`src/tlp_stream_pkg.sv`:
```
package tlp_stream_pkg;

    // --------------------
    // Stream widths
    // --------------------

    // 64-bit hard-core stream
    localparam int CORE_DATA_W = 64;
    localparam int CORE_KEEP_W = 8;

    // 128-bit user TLP stream
    localparam int TLP_DATA_W = 128;
    localparam int TLP_DW_N   = 4;

    // Receive user word from the core, BAR hit sits at bits 8:2
    localparam int CORE_USER_W = 22;
    localparam int BAR_HIT_W   = 7;
    localparam int BAR_HIT_LSB = 2;

    // --------------------
    // Core keep codes
    // --------------------

    // Only the low dword of the qword is valid
    localparam logic [CORE_KEEP_W-1:0] KEEP_ONE_DW = 8'h0f;

    // Both dwords valid
    localparam logic [CORE_KEEP_W-1:0] KEEP_TWO_DW = 8'hff;

    // --------------------
    // LED blink counter
    // --------------------

    localparam int LED_CNT_W     = 26;
    localparam int LED_BLINK_BIT = 25;

    // --------------------
    // 128-bit TLP word
    // --------------------

    // The receive packer fills the word one dword at a time,
    // the transmit splitter drains it one qword at a time.
    // Dword 0 and qword 0 both sit in the low bits.
    typedef union packed {
        logic [TLP_DW_N-1:0][TLP_DATA_W/TLP_DW_N-1:0]                dw;
        logic [TLP_DATA_W/CORE_DATA_W-1:0][CORE_DATA_W-1:0]          qw;
    } tlp_word_t;

endpackage

```
`src/pcie_link_ctrl.sv`:
```
`timescale 1ns/1ps

module pcie_link_ctrl (
    input  logic i_clk_pcie,
    input  logic i_rst,

    // Reset sources
    input  logic i_perst_n,
    input  logic i_user_reset,
    input  logic i_soft_rst_subsys,
    input  logic i_soft_rst_core,

    // Link status
    input  logic i_user_lnk_up,

    output logic o_rst_subsys,
    output logic o_core_rst_n,
    output logic o_led_state
);

    logic                                 rst_subsys_q;
    logic                                 core_rst_n_q;
    logic [tlp_stream_pkg::LED_CNT_W-1:0] led_cnt;

    // --------------------
    // Reset combination
    // --------------------

    // Board reset forces both outputs into reset
    always_ff @(posedge i_clk_pcie) begin
        if (i_rst) begin
            rst_subsys_q <= 1'b1;
            core_rst_n_q <= 1'b0;
        end else begin
            // Subsystem follows the core user reset and its soft reset
            rst_subsys_q <= i_user_reset || i_soft_rst_subsys;

            // Core held in reset by PERST# or its own soft reset
            core_rst_n_q <= i_perst_n && !i_soft_rst_core;
        end
    end

    assign o_rst_subsys = rst_subsys_q;
    assign o_core_rst_n = core_rst_n_q;

    // --------------------
    // Link and activity LED
    // --------------------

    // Free-running, only the top bit is visible
    always_ff @(posedge i_clk_pcie) begin
        if (i_rst) begin
            led_cnt <= '0;
        end else begin
            led_cnt <= led_cnt + 1'b1;
        end
    end

    // Solid while the link is up, blinking otherwise
    assign o_led_state = i_user_lnk_up || led_cnt[tlp_stream_pkg::LED_BLINK_BIT];

endmodule

```
`src/pcie_tlp_bridge.sv`:
```
`timescale 1ns/1ps

module pcie_tlp_bridge (
    input  logic                                   i_clk_pcie,
    input  logic                                   i_rst,

    // Reset and link control
    input  logic                                   i_perst_n,
    input  logic                                   i_user_reset,
    input  logic                                   i_soft_rst_subsys,
    input  logic                                   i_soft_rst_core,
    input  logic                                   i_user_lnk_up,
    output logic                                   o_core_rst_n,
    output logic                                   o_led_state,

    // Core receive stream
    input  logic [tlp_stream_pkg::CORE_DATA_W-1:0] i_core_rx_data,
    input  logic [tlp_stream_pkg::CORE_KEEP_W-1:0] i_core_rx_keep,
    input  logic                                   i_core_rx_last,
    input  logic                                   i_core_rx_valid,
    input  logic [tlp_stream_pkg::CORE_USER_W-1:0] i_core_rx_user,
    output logic                                   o_core_rx_ready,

    // User receive stream
    output tlp_stream_pkg::tlp_word_t              o_rx_tdata,
    output logic [tlp_stream_pkg::TLP_DW_N-1:0]    o_rx_tkeepdw,
    output logic                                   o_rx_tfirst,
    output logic                                   o_rx_tlast,
    output logic [tlp_stream_pkg::BAR_HIT_W-1:0]   o_rx_bar_hit,
    output logic                                   o_rx_tvalid,

    // User transmit stream
    input  tlp_stream_pkg::tlp_word_t              i_tx_tdata,
    input  logic [tlp_stream_pkg::TLP_DW_N-1:0]    i_tx_tkeepdw,
    input  logic                                   i_tx_tlast,
    input  logic                                   i_tx_tvalid,
    output logic                                   o_tx_tready,

    // Core transmit stream
    output logic [tlp_stream_pkg::CORE_DATA_W-1:0] o_core_tx_data,
    output logic [tlp_stream_pkg::CORE_KEEP_W-1:0] o_core_tx_keep,
    output logic                                   o_core_tx_last,
    output logic                                   o_core_tx_valid,
    input  logic                                   i_core_tx_ready
);

    logic rst_subsys;

    pcie_link_ctrl u_link_ctrl (
        .i_clk_pcie        (i_clk_pcie),
        .i_rst             (i_rst),
        .i_perst_n         (i_perst_n),
        .i_user_reset      (i_user_reset),
        .i_soft_rst_subsys (i_soft_rst_subsys),
        .i_soft_rst_core   (i_soft_rst_core),
        .i_user_lnk_up     (i_user_lnk_up),
        .o_rst_subsys      (rst_subsys),
        .o_core_rst_n      (o_core_rst_n),
        .o_led_state       (o_led_state)
    );

    // 64 to 128 bit receive
    tlp_rx_packer u_rx_packer (
        .i_clk_pcie      (i_clk_pcie),
        .i_rst           (rst_subsys),
        .i_core_rx_data  (i_core_rx_data),
        .i_core_rx_keep  (i_core_rx_keep),
        .i_core_rx_last  (i_core_rx_last),
        .i_core_rx_valid (i_core_rx_valid),
        .i_core_rx_user  (i_core_rx_user),
        .o_core_rx_ready (o_core_rx_ready),
        .o_rx_tdata      (o_rx_tdata),
        .o_rx_tkeepdw    (o_rx_tkeepdw),
        .o_rx_tfirst     (o_rx_tfirst),
        .o_rx_tlast      (o_rx_tlast),
        .o_rx_bar_hit    (o_rx_bar_hit),
        .o_rx_tvalid     (o_rx_tvalid)
    );

    // 128 to 64 bit transmit
    tlp_tx_splitter u_tx_splitter (
        .i_clk_pcie      (i_clk_pcie),
        .i_rst           (rst_subsys),
        .i_tx_tdata      (i_tx_tdata),
        .i_tx_tkeepdw    (i_tx_tkeepdw),
        .i_tx_tlast      (i_tx_tlast),
        .i_tx_tvalid     (i_tx_tvalid),
        .o_tx_tready     (o_tx_tready),
        .o_core_tx_data  (o_core_tx_data),
        .o_core_tx_keep  (o_core_tx_keep),
        .o_core_tx_last  (o_core_tx_last),
        .o_core_tx_valid (o_core_tx_valid),
        .i_core_tx_ready (i_core_tx_ready)
    );

endmodule

```
`src/tlp_rx_packer.sv`:
```
`timescale 1ns/1ps

module tlp_rx_packer (
    input  logic                                   i_clk_pcie,
    input  logic                                   i_rst,

    // Core receive stream
    input  logic [tlp_stream_pkg::CORE_DATA_W-1:0] i_core_rx_data,
    input  logic [tlp_stream_pkg::CORE_KEEP_W-1:0] i_core_rx_keep,
    input  logic                                   i_core_rx_last,
    input  logic                                   i_core_rx_valid,
    input  logic [tlp_stream_pkg::CORE_USER_W-1:0] i_core_rx_user,
    output logic                                   o_core_rx_ready,

    // User TLP receive stream
    output tlp_stream_pkg::tlp_word_t              o_rx_tdata,
    output logic [tlp_stream_pkg::TLP_DW_N-1:0]    o_rx_tkeepdw,
    output logic                                   o_rx_tfirst,
    output logic                                   o_rx_tlast,
    output logic [tlp_stream_pkg::BAR_HIT_W-1:0]   o_rx_bar_hit,
    output logic                                   o_rx_tvalid
);

    tlp_stream_pkg::tlp_word_t                  rx_word;
    logic                                       first_q;
    logic                                       last_q;
    logic [2:0]                                 len_q;
    logic [tlp_stream_pkg::BAR_HIT_W-1:0]       bar_hit_q;

    logic                                       beat_done;
    logic                                       two_dw;
    logic [2:0]                                 next_base;
    logic [2:0]                                 next_len;
    logic [1:0]                                 base_idx;

    // --------------------
    // Beat completion
    // --------------------

    // A beat goes out on last, or once three or more dwords are held
    assign beat_done = last_q || (len_q > 3'd2);

    // Upper half of the core keep marks a two-dword beat
    assign two_dw = i_core_rx_keep[tlp_stream_pkg::CORE_KEEP_W/2];

    // Restart at dword 0 when the held beat is being emitted
    assign next_base = beat_done ? 3'd0 : len_q;
    assign next_len  = next_base + 3'd1 + {2'b00, two_dw};
    assign base_idx  = next_base[1:0];

    // No back-pressure toward the core
    assign o_core_rx_ready = 1'b1;

    // --------------------
    // Control state
    // --------------------

    always_ff @(posedge i_clk_pcie) begin
        if (i_rst) begin
            first_q   <= 1'b1;
            last_q    <= 1'b0;
            len_q     <= 3'd0;
            bar_hit_q <= '0;
        end else if (i_core_rx_valid) begin
            // First re-arms only after the last beat of a TLP leaves
            if (beat_done) begin
                first_q <= last_q;
            end
            last_q    <= i_core_rx_last;
            len_q     <= next_len;
            bar_hit_q <= i_core_rx_user[tlp_stream_pkg::BAR_HIT_LSB +: tlp_stream_pkg::BAR_HIT_W];
        end else if (beat_done) begin
            first_q   <= last_q;
            last_q    <= 1'b0;
            len_q     <= 3'd0;
            bar_hit_q <= '0;
        end
    end

    // --------------------
    // Data assembly
    // --------------------

    // Core qword lands at the current dword offset
    always_ff @(posedge i_clk_pcie) begin
        if (i_core_rx_valid) begin
            rx_word.dw[base_idx] <= i_core_rx_data[31:0];
            if (two_dw) begin
                rx_word.dw[base_idx + 2'd1] <= i_core_rx_data[63:32];
            end
        end
    end

    // Output strobe follows the completing core beat by one cycle
    assign o_rx_tdata   = rx_word;
    assign o_rx_tkeepdw = {(len_q > 3'd3), (len_q > 3'd2), (len_q > 3'd1), 1'b1};
    assign o_rx_tfirst  = first_q;
    assign o_rx_tlast   = last_q;
    assign o_rx_bar_hit = bar_hit_q;
    assign o_rx_tvalid  = beat_done;

endmodule

```
`src/tlp_tx_splitter.sv`:
```
`timescale 1ns/1ps

module tlp_tx_splitter (
    input  logic                                   i_clk_pcie,
    input  logic                                   i_rst,

    // User TLP transmit stream
    input  tlp_stream_pkg::tlp_word_t              i_tx_tdata,
    input  logic [tlp_stream_pkg::TLP_DW_N-1:0]    i_tx_tkeepdw,
    input  logic                                   i_tx_tlast,
    input  logic                                   i_tx_tvalid,
    output logic                                   o_tx_tready,

    // Core transmit stream
    output logic [tlp_stream_pkg::CORE_DATA_W-1:0] o_core_tx_data,
    output logic [tlp_stream_pkg::CORE_KEEP_W-1:0] o_core_tx_keep,
    output logic                                   o_core_tx_last,
    output logic                                   o_core_tx_valid,
    input  logic                                   i_core_tx_ready
);

    // Pending high qword of a 3-4 dword beat
    logic                                   pend_valid;
    logic [tlp_stream_pkg::CORE_DATA_W-1:0] pend_data;
    logic                                   pend_last;
    logic                                   pend_two_dw;

    logic                                   out_two_dw;
    logic                                   load_high;

    // --------------------
    // Output select
    // --------------------

    assign out_two_dw = pend_valid ? pend_two_dw : i_tx_tkeepdw[1];

    assign o_core_tx_valid = pend_valid || i_tx_tvalid;
    assign o_core_tx_data  = pend_valid ? pend_data : i_tx_tdata.qw[0];

    // Low half of a split beat never closes the TLP
    assign o_core_tx_last = pend_valid ? pend_last : (i_tx_tlast && !i_tx_tkeepdw[2]);
    assign o_core_tx_keep = out_two_dw ? tlp_stream_pkg::KEEP_TWO_DW
                                       : tlp_stream_pkg::KEEP_ONE_DW;

    // Input stalls while the high qword waits for the core
    assign o_tx_tready = i_core_tx_ready && !pend_valid;

    // Low half of a wide beat taken by the core
    assign load_high = !pend_valid && i_tx_tvalid && i_core_tx_ready && i_tx_tkeepdw[2];

    // --------------------
    // Pending qword
    // --------------------

    always_ff @(posedge i_clk_pcie) begin
        if (i_rst) begin
            pend_valid <= 1'b0;
        end else if (load_high) begin
            pend_valid <= 1'b1;
        end else if (pend_valid && i_core_tx_ready) begin
            pend_valid <= 1'b0;
        end
    end

    always_ff @(posedge i_clk_pcie) begin
        if (load_high) begin
            pend_data   <= i_tx_tdata.qw[1];
            pend_last   <= i_tx_tlast;
            pend_two_dw <= i_tx_tkeepdw[3];
        end
    end

endmodule

```
`config.mk`:
```
export PLATFORM = sky130hd
export DESIGN_NAME = pcie_tlp_bridge
export DESIGN_NICKNAME = d
export VERILOG_FILES = /design/src/tlp_stream_pkg.sv /design/src/pcie_link_ctrl.sv /design/src/pcie_tlp_bridge.sv /design/src/tlp_rx_packer.sv /design/src/tlp_tx_splitter.sv
export SDC_FILE = /design/constraint.sdc
export NUM_CORES = 1
export LEC_CHECK = 0
export ABC_AREA = 1
export BUFFER_PORTS_ARGS = -buffer_cell sky130_fd_sc_hd__buf_2
export CAP_MARGIN = 15
export CORE_AREA = 2 2 176 178
export CTS_BUF_LIST = sky130_fd_sc_hd__clkbuf_8 sky130_fd_sc_hd__clkbuf_16
export CTS_CLUSTER_DIAMETER = 100
export DETAILED_ROUTE_END_ITERATION = 16
export DIE_AREA = 0 0 178 180
export MAX_ROUTING_LAYER = met4
export PLACE_DENSITY = 0.68
export RECOVER_POWER = 25
export SYNTH_ARGS = -nofsm -noshare
export SYNTH_HDL_FRONTEND = slang
export SYNTH_HIERARCHICAL = 1
export SYNTH_SLANG_ARGS = --single-unit
```
`constraint.sdc`:
```
create_clock -name i_clk_pcie -period 3.8 [get_ports i_clk_pcie]
set_input_delay 0.76 -clock i_clk_pcie [delete_from_list [all_inputs] [get_ports i_clk_pcie]]
set_output_delay 0.76 -clock i_clk_pcie [all_outputs]
set_load 0.01 [all_outputs]
```
After elaboration in Yosys (flattened, before gate mapping)
Cells that the tools add are included.
{"block": "totals", "mem_bits_rw": 0, "register_bits": 235, "mem_count": 0, "word_cells": 60, "inputBits": 238, "romBits": 0, "latch_bits": 0}
{"block": "classes", "order_cmp": 7, "addsub": 4, "div": 0, "n_bitwise": 0, "shifts": 0, "reduce_logical": 18, "n_eq_ne": 0, "n_mul": 0, "mux": 19}
{"operator": "$bwmux 128", "n": 2}
{"operator": "$demux 32 s2", "n": 2}
{"operator": "$mux 128", "n": 1}
{"operator": "$mux 32", "n": 2}
{"operator": "$mux 64", "n": 1}
{"operator": "$add 26x1->26 const B", "n": 1}
{"operator": "$mux 7", "n": 2}
{"operator": "$logic_and 1x1->1", "n": 9}
{"operator": "$mux 8", "n": 1}
{"operator": "$gt 3x2->1 const B", "n": 2}
{"operator": "$lt 2x3->1 const B", "n": 2}
{"operator": "$mux 1", "n": 6}
{"operator": "$mux 3", "n": 2}
{"operator": "$ge 2x1->1 const B", "n": 2}
{"operator": "$logic_or 1x1->1", "n": 4}
{"operator": "$reduce_bool 2->1", "n": 2}
{"operator": "$add 3x1->3", "n": 1}
{"operator": "$add 3x1->3 const B", "n": 1}
{"operator": "$gt 3x1->1 const B", "n": 1}
{"operator": "$logic_not 1->1", "n": 3}
{"operator": "$add 2x1->2 const B", "n": 1}

Depth between registers and ports, before layout
{"block": "logic_depth", "ltp_word": 10, "depth_mapped": 8, "mapped_depth_nobuf": 8}

Hierarchy
Netlist, hierarchy kept.
{"module": "tlp_rx_packer", "instances": 1, "area_per_inst_um2": 6937.9, "cells_per_inst": 820}
{"module": "tlp_tx_splitter", "instances": 1, "area_per_inst_um2": 2974.1, "cells_per_inst": 300}
{"module": "pcie_link_ctrl", "instances": 1, "area_per_inst_um2": 1320.0, "cells_per_inst": 192}

Least setup slack after synthesis
Ideal clock, no wire load.
{"block": "synth_timing", "kind": "input to register", "from": "input i_core_tx_ready", "to": "register u_tx_splitter/pend_data[0] (netlist bit) (enable)", "t_arrival_ps": 2390, "setup_slack_ps": 990, "stages": 4, "n_path_buf": 0, "cell_sequence": "inv_1 nor2_1 nand2_1 inv_1"}
{"block": "synth_via", "elab_chain_cells": 2}
{"item": "from (decl)", "line": "pcie_tlp_bridge.sv:44", "text": "input logic i_core_tx_ready"}
{"item": "$logic_and 1x1->1 (2 in series)", "line": "tlp_tx_splitter.sv:49", "text": "assign load_high = !pend_valid && i_tx_tvalid && i_core_tx_ready && i_tx_tkeepdw[2];"}
{"item": "named net u_tx_splitter.load_high", "line": "tlp_tx_splitter.sv:29", "text": "logic load_high;"}
{"item": "to (signal assigned)", "line": "tlp_tx_splitter.sv:67", "text": "pend_data <= i_tx_tdata.qw[1];"}
{"item": "to (decl)", "line": "tlp_tx_splitter.sv:24", "text": "logic [tlp_stream_pkg::CORE_DATA_W-1:0] pend_data;"}
The timed path passes the listed nets, and every way through them passes these cells.
A chain may end at the register's enable or synchronous reset.

Worst setup path in the final report
{"block": "layout_timing", "from": "register u_tx_splitter.pend_valid", "to": "output o_core_tx_data[40] (netlist bit)"}
{"block": "layout_via", "elab_chain_cells": 1}
{"item": "from (decl)", "line": "tlp_tx_splitter.sv:23", "text": "logic pend_valid;"}
{"item": "from (signal assigned)", "line": "tlp_tx_splitter.sv:57", "text": "pend_valid <= 1'b0;"}
{"item": "from (signal assigned)", "line": "tlp_tx_splitter.sv:59", "text": "pend_valid <= 1'b1;"}
{"item": "from (signal assigned)", "line": "tlp_tx_splitter.sv:61", "text": "pend_valid <= 1'b0;"}
{"item": "$mux 64", "line": "tlp_tx_splitter.sv:38", "text": "assign o_core_tx_data = pend_valid ? pend_data : i_tx_tdata.qw[0];"}
{"item": "to (decl)", "line": "pcie_tlp_bridge.sv:40", "text": "output logic [tlp_stream_pkg::CORE_DATA_W-1:0] o_core_tx_data,"}
Every way passes these cells.

==> run metrics <==
Synth top area share=0.519; met1 usage=0.253; PD cells=455 nW/um^2; Num CTS Buffers=27; Main synth FF type=edfxtp_1; fin worst setup slack=616 ps; ys async rst share=0; met3 Use GR=0.0465; leak pwr=7.07 nW; largest net degree at the start of global routing=73; core area=30200 um^2; Min-Delay Path Class=in -> reg; Detailed Place HPWL=26.2 mm; GP Congestion=0.896; vias in the first global route=9636; design area=14600 um^2; Setup Buffers After CTS=0; Ports=458; Ys Warns=6; crit path DAT=2420 ps; M2 GR Usage=0.385; Clock Skew=32.8 ps; final antenna-violating net count=0; status=finished with violations; Slowest cell on crit path=clkbuf_2; Syn Inst Count=1312; final setup violation count=0; nets=1957; Placement Setup Slack=1140 ps; Layout area overhead=29.5%; routed vias=10200; clock tree buffer depth=3; Seq cells post-synth=235; failing checks=capacitance limit, slew limit; Initial Util=0.372; Root Buffer=clkbuf_16; First DRT Iteration DRCs=623; worst slew pin tran=1840 ps; routed wire length=36.6 mm; Fillers=2929; Critical Path Sink Type=output pin; GRT overflow=0; CTS tree=yes; Slew HR=-0.225; crit path cell chain=clkbuf_2 > nand2_1 > nand2_1 > buf_2; endpoints failing hold=0; minimum clock period=3180 ps; dpl cell area=13600 um^2; total clock sinks=235; Mapped Avg Cell Area=8.56 um^2; maximum level of the CTS H-tree=1; maximum fanout along the worst path=70; Max Slew Vio Count=73; maximum clock rate=0.314 GHz; Yosys top cell by area=edfxtp_1; Post-route DRC=0; initial antenna violation count=4; crit path launch type=register; post-synthesis cell area=11200 um^2; Max rail drop VDD=0.329 mV; Data required, critical path=3040 ps; cell repeated most along the worst path=nand2_1; total power=6.62 mW; Yosys cell types=29; clock-pin slew on the worst setup and hold paths=60 ps; die width=178 um; Core Rows=64; kind of critical path=reg -> out; Clock Latency Late Sink=560 ps; average via count per standard cell=4.75; number of synthesized flops with an enable pin=194; Critical Path Max Stage Delay=950 ps; PostCTS Resize Cnt=0; WL per Instance=17.1 um; period utilization=0.838; layout cells sized above 1=0.295; Setup TNS=0 ps; grt peak-use layer=met2; IO buf count=428; GR Util All Layers=0.225; Chip Height=180 um; First-pass DRT Iterations=5; max-cap viol count=1; first-pass GRT wire length=54.3 mm; ranking of synthesized cells by area=edfxtp_1 (52%), nand2_1 (21%), dfxtp_1 (7.3%), nand3_1 (5.0%), inv_1 (3.7%); sequential share of the synthesized area=0.592; die footprint=32000 um^2; RSZ-0062 raised after global routing=no; hold buffer count at CTS=0
-- cell usage after synthesis, types with 5 or more instances --
library cell / number
buf_2: 34
clkbuf_1: 12
dfxtp_1: 41
edfxtp_1: 194
o21ai_1: 32
nor2_1: 55
nand3_1: 113
xor2_1: 6
a21oi_1: 19
buf_6: 7
buf_4: 16
inv_1: 112
nor2_2: 6
inv_2: 7
nor2_4: 5
nand2_1: 627
-- sequential cells by signal (all words and copies together), names as in the netlist --
register and flops:
u_rx_packer/len_q 3, u_rx_packer/o_rx_tlast 1, u_rx_packer/o_rx_bar_hit 7, u_tx_splitter/pend_data 64, u_rx_packer/o_rx_tdata 128, u_link_ctrl/o_rst_subsys 1, u_link_ctrl/led_cnt 26, u_tx_splitter/pend_last 1
u_link_ctrl/o_core_rst_n 1, u_rx_packer/o_rx_tfirst 1, u_tx_splitter/pend_two_dw 1, u_tx_splitter/pend_valid 1
-- cells in the final DEF, fill, tap and decap left out, types with 2 or more instances in the layout --
cell | synthesis | layout
nand2_1 | 627 | 626
buf_2 | 34 | 424
edfxtp_1 | 194 | 194
nand3_1 | 113 | 113
inv_1 | 112 | 112
nor2_1 | 55 | 60
dfxtp_1 | 41 | 40
o21ai_1 | 32 | 32
clkbuf_16 | 0 | 27
a21oi_1 | 19 | 19
buf_4 | 16 | 12
inv_2 | 7 | 8
clkinv_2 | 0 | 7
bufinv_16 | 0 | 6
xor2_1 | 6 | 6
conb_1 | 2 | 6
nor2_2 | 6 | 5
diode_2 | 0 | 3
clkbuf_8 | 0 | 3
clkinvlp_4 | 0 | 3
clkbuf_1 | 12 | 3
clkbuf_2 | 0 | 3
or2_2 | 3 | 3
nand2_2 | 2 | 3
o21ai_0 | 3 | 3
ha_1 | 3 | 3
inv_6 | 0 | 2
o21a_1 | 2 | 2
and2_1 | 2 | 2
nand4_4 | 2 | 2
-- report_power, final --
part / switching [mW] / internal [mW]
combinational: 0.448 / 0.279
sequential: 0.0587 / 2.95
clock: 1.11 / 1.78
total: 1.61 / 5.01
-- layer usage --
metal / wire length [um] / vias to the layer above
li1: - / 4963
met1: 13300 / 4641
met2: 18300 / 470
met3: 3470 / 81
met4: 1520 / 0
met5: 0 / -
-- cell type report --
type                       instances  area (um^2)  area share
clock buffer                      30          717      0.0493
tap                              396          495      0.0341
timing repair buffer             443         2260       0.155
inverter                         119          447      0.0307
multi-input combinational        890         3700       0.254
sequential                       235         6650       0.457
clock inverter                    20          279      0.0192
antenna                            3         7.51    0.000516
-- cells by family after synthesis --
group | share of synthesized area
xor gates and xnor gates | 0.00468
other | 0.000669
DFF | 0.592
AOI/OAI and AO/OA | 0.0260
adders and majority gates | 0.00334
and+or+nand+nor | 0.296
buffers and inverters | 0.0776
-- path summary, 6_finish.rpt --
check,startpoint,end,slack [ps],depth (start not counted)
worst max-delay path,u_tx_splitter/pend_valid,o_core_tx_data[40],620,4
worst min-delay path,i_tx_tdata[71],u_tx_splitter/pend_data[7],370,1
worst max register to register,u_rx_packer/len_q[1],u_rx_packer/o_rx_tdata[45],1330,7
worst min register to register,u_rx_packer/o_rx_bar_hit[4],u_rx_packer/o_rx_bar_hit[4],460,2
-- worst max-delay path: cells and delay by family, from the launching register on --
family,cells,cell delay [ps]
AND/OR/NAND/NOR,2,370
flip-flops,1,330
buffers and inverters,2,1130
-- per-stage QoR --
step                      hold slack (ps)  instances  utilization
after floorplan                       400       1316            -
after global placement                429       2083        0.451
after detailed placement              457       2083        0.451
after CTS                             355       2133        0.484
after global routing                  360       2136        0.482
final                                 374       2136        0.482
(Power assumes the default switching activity.)
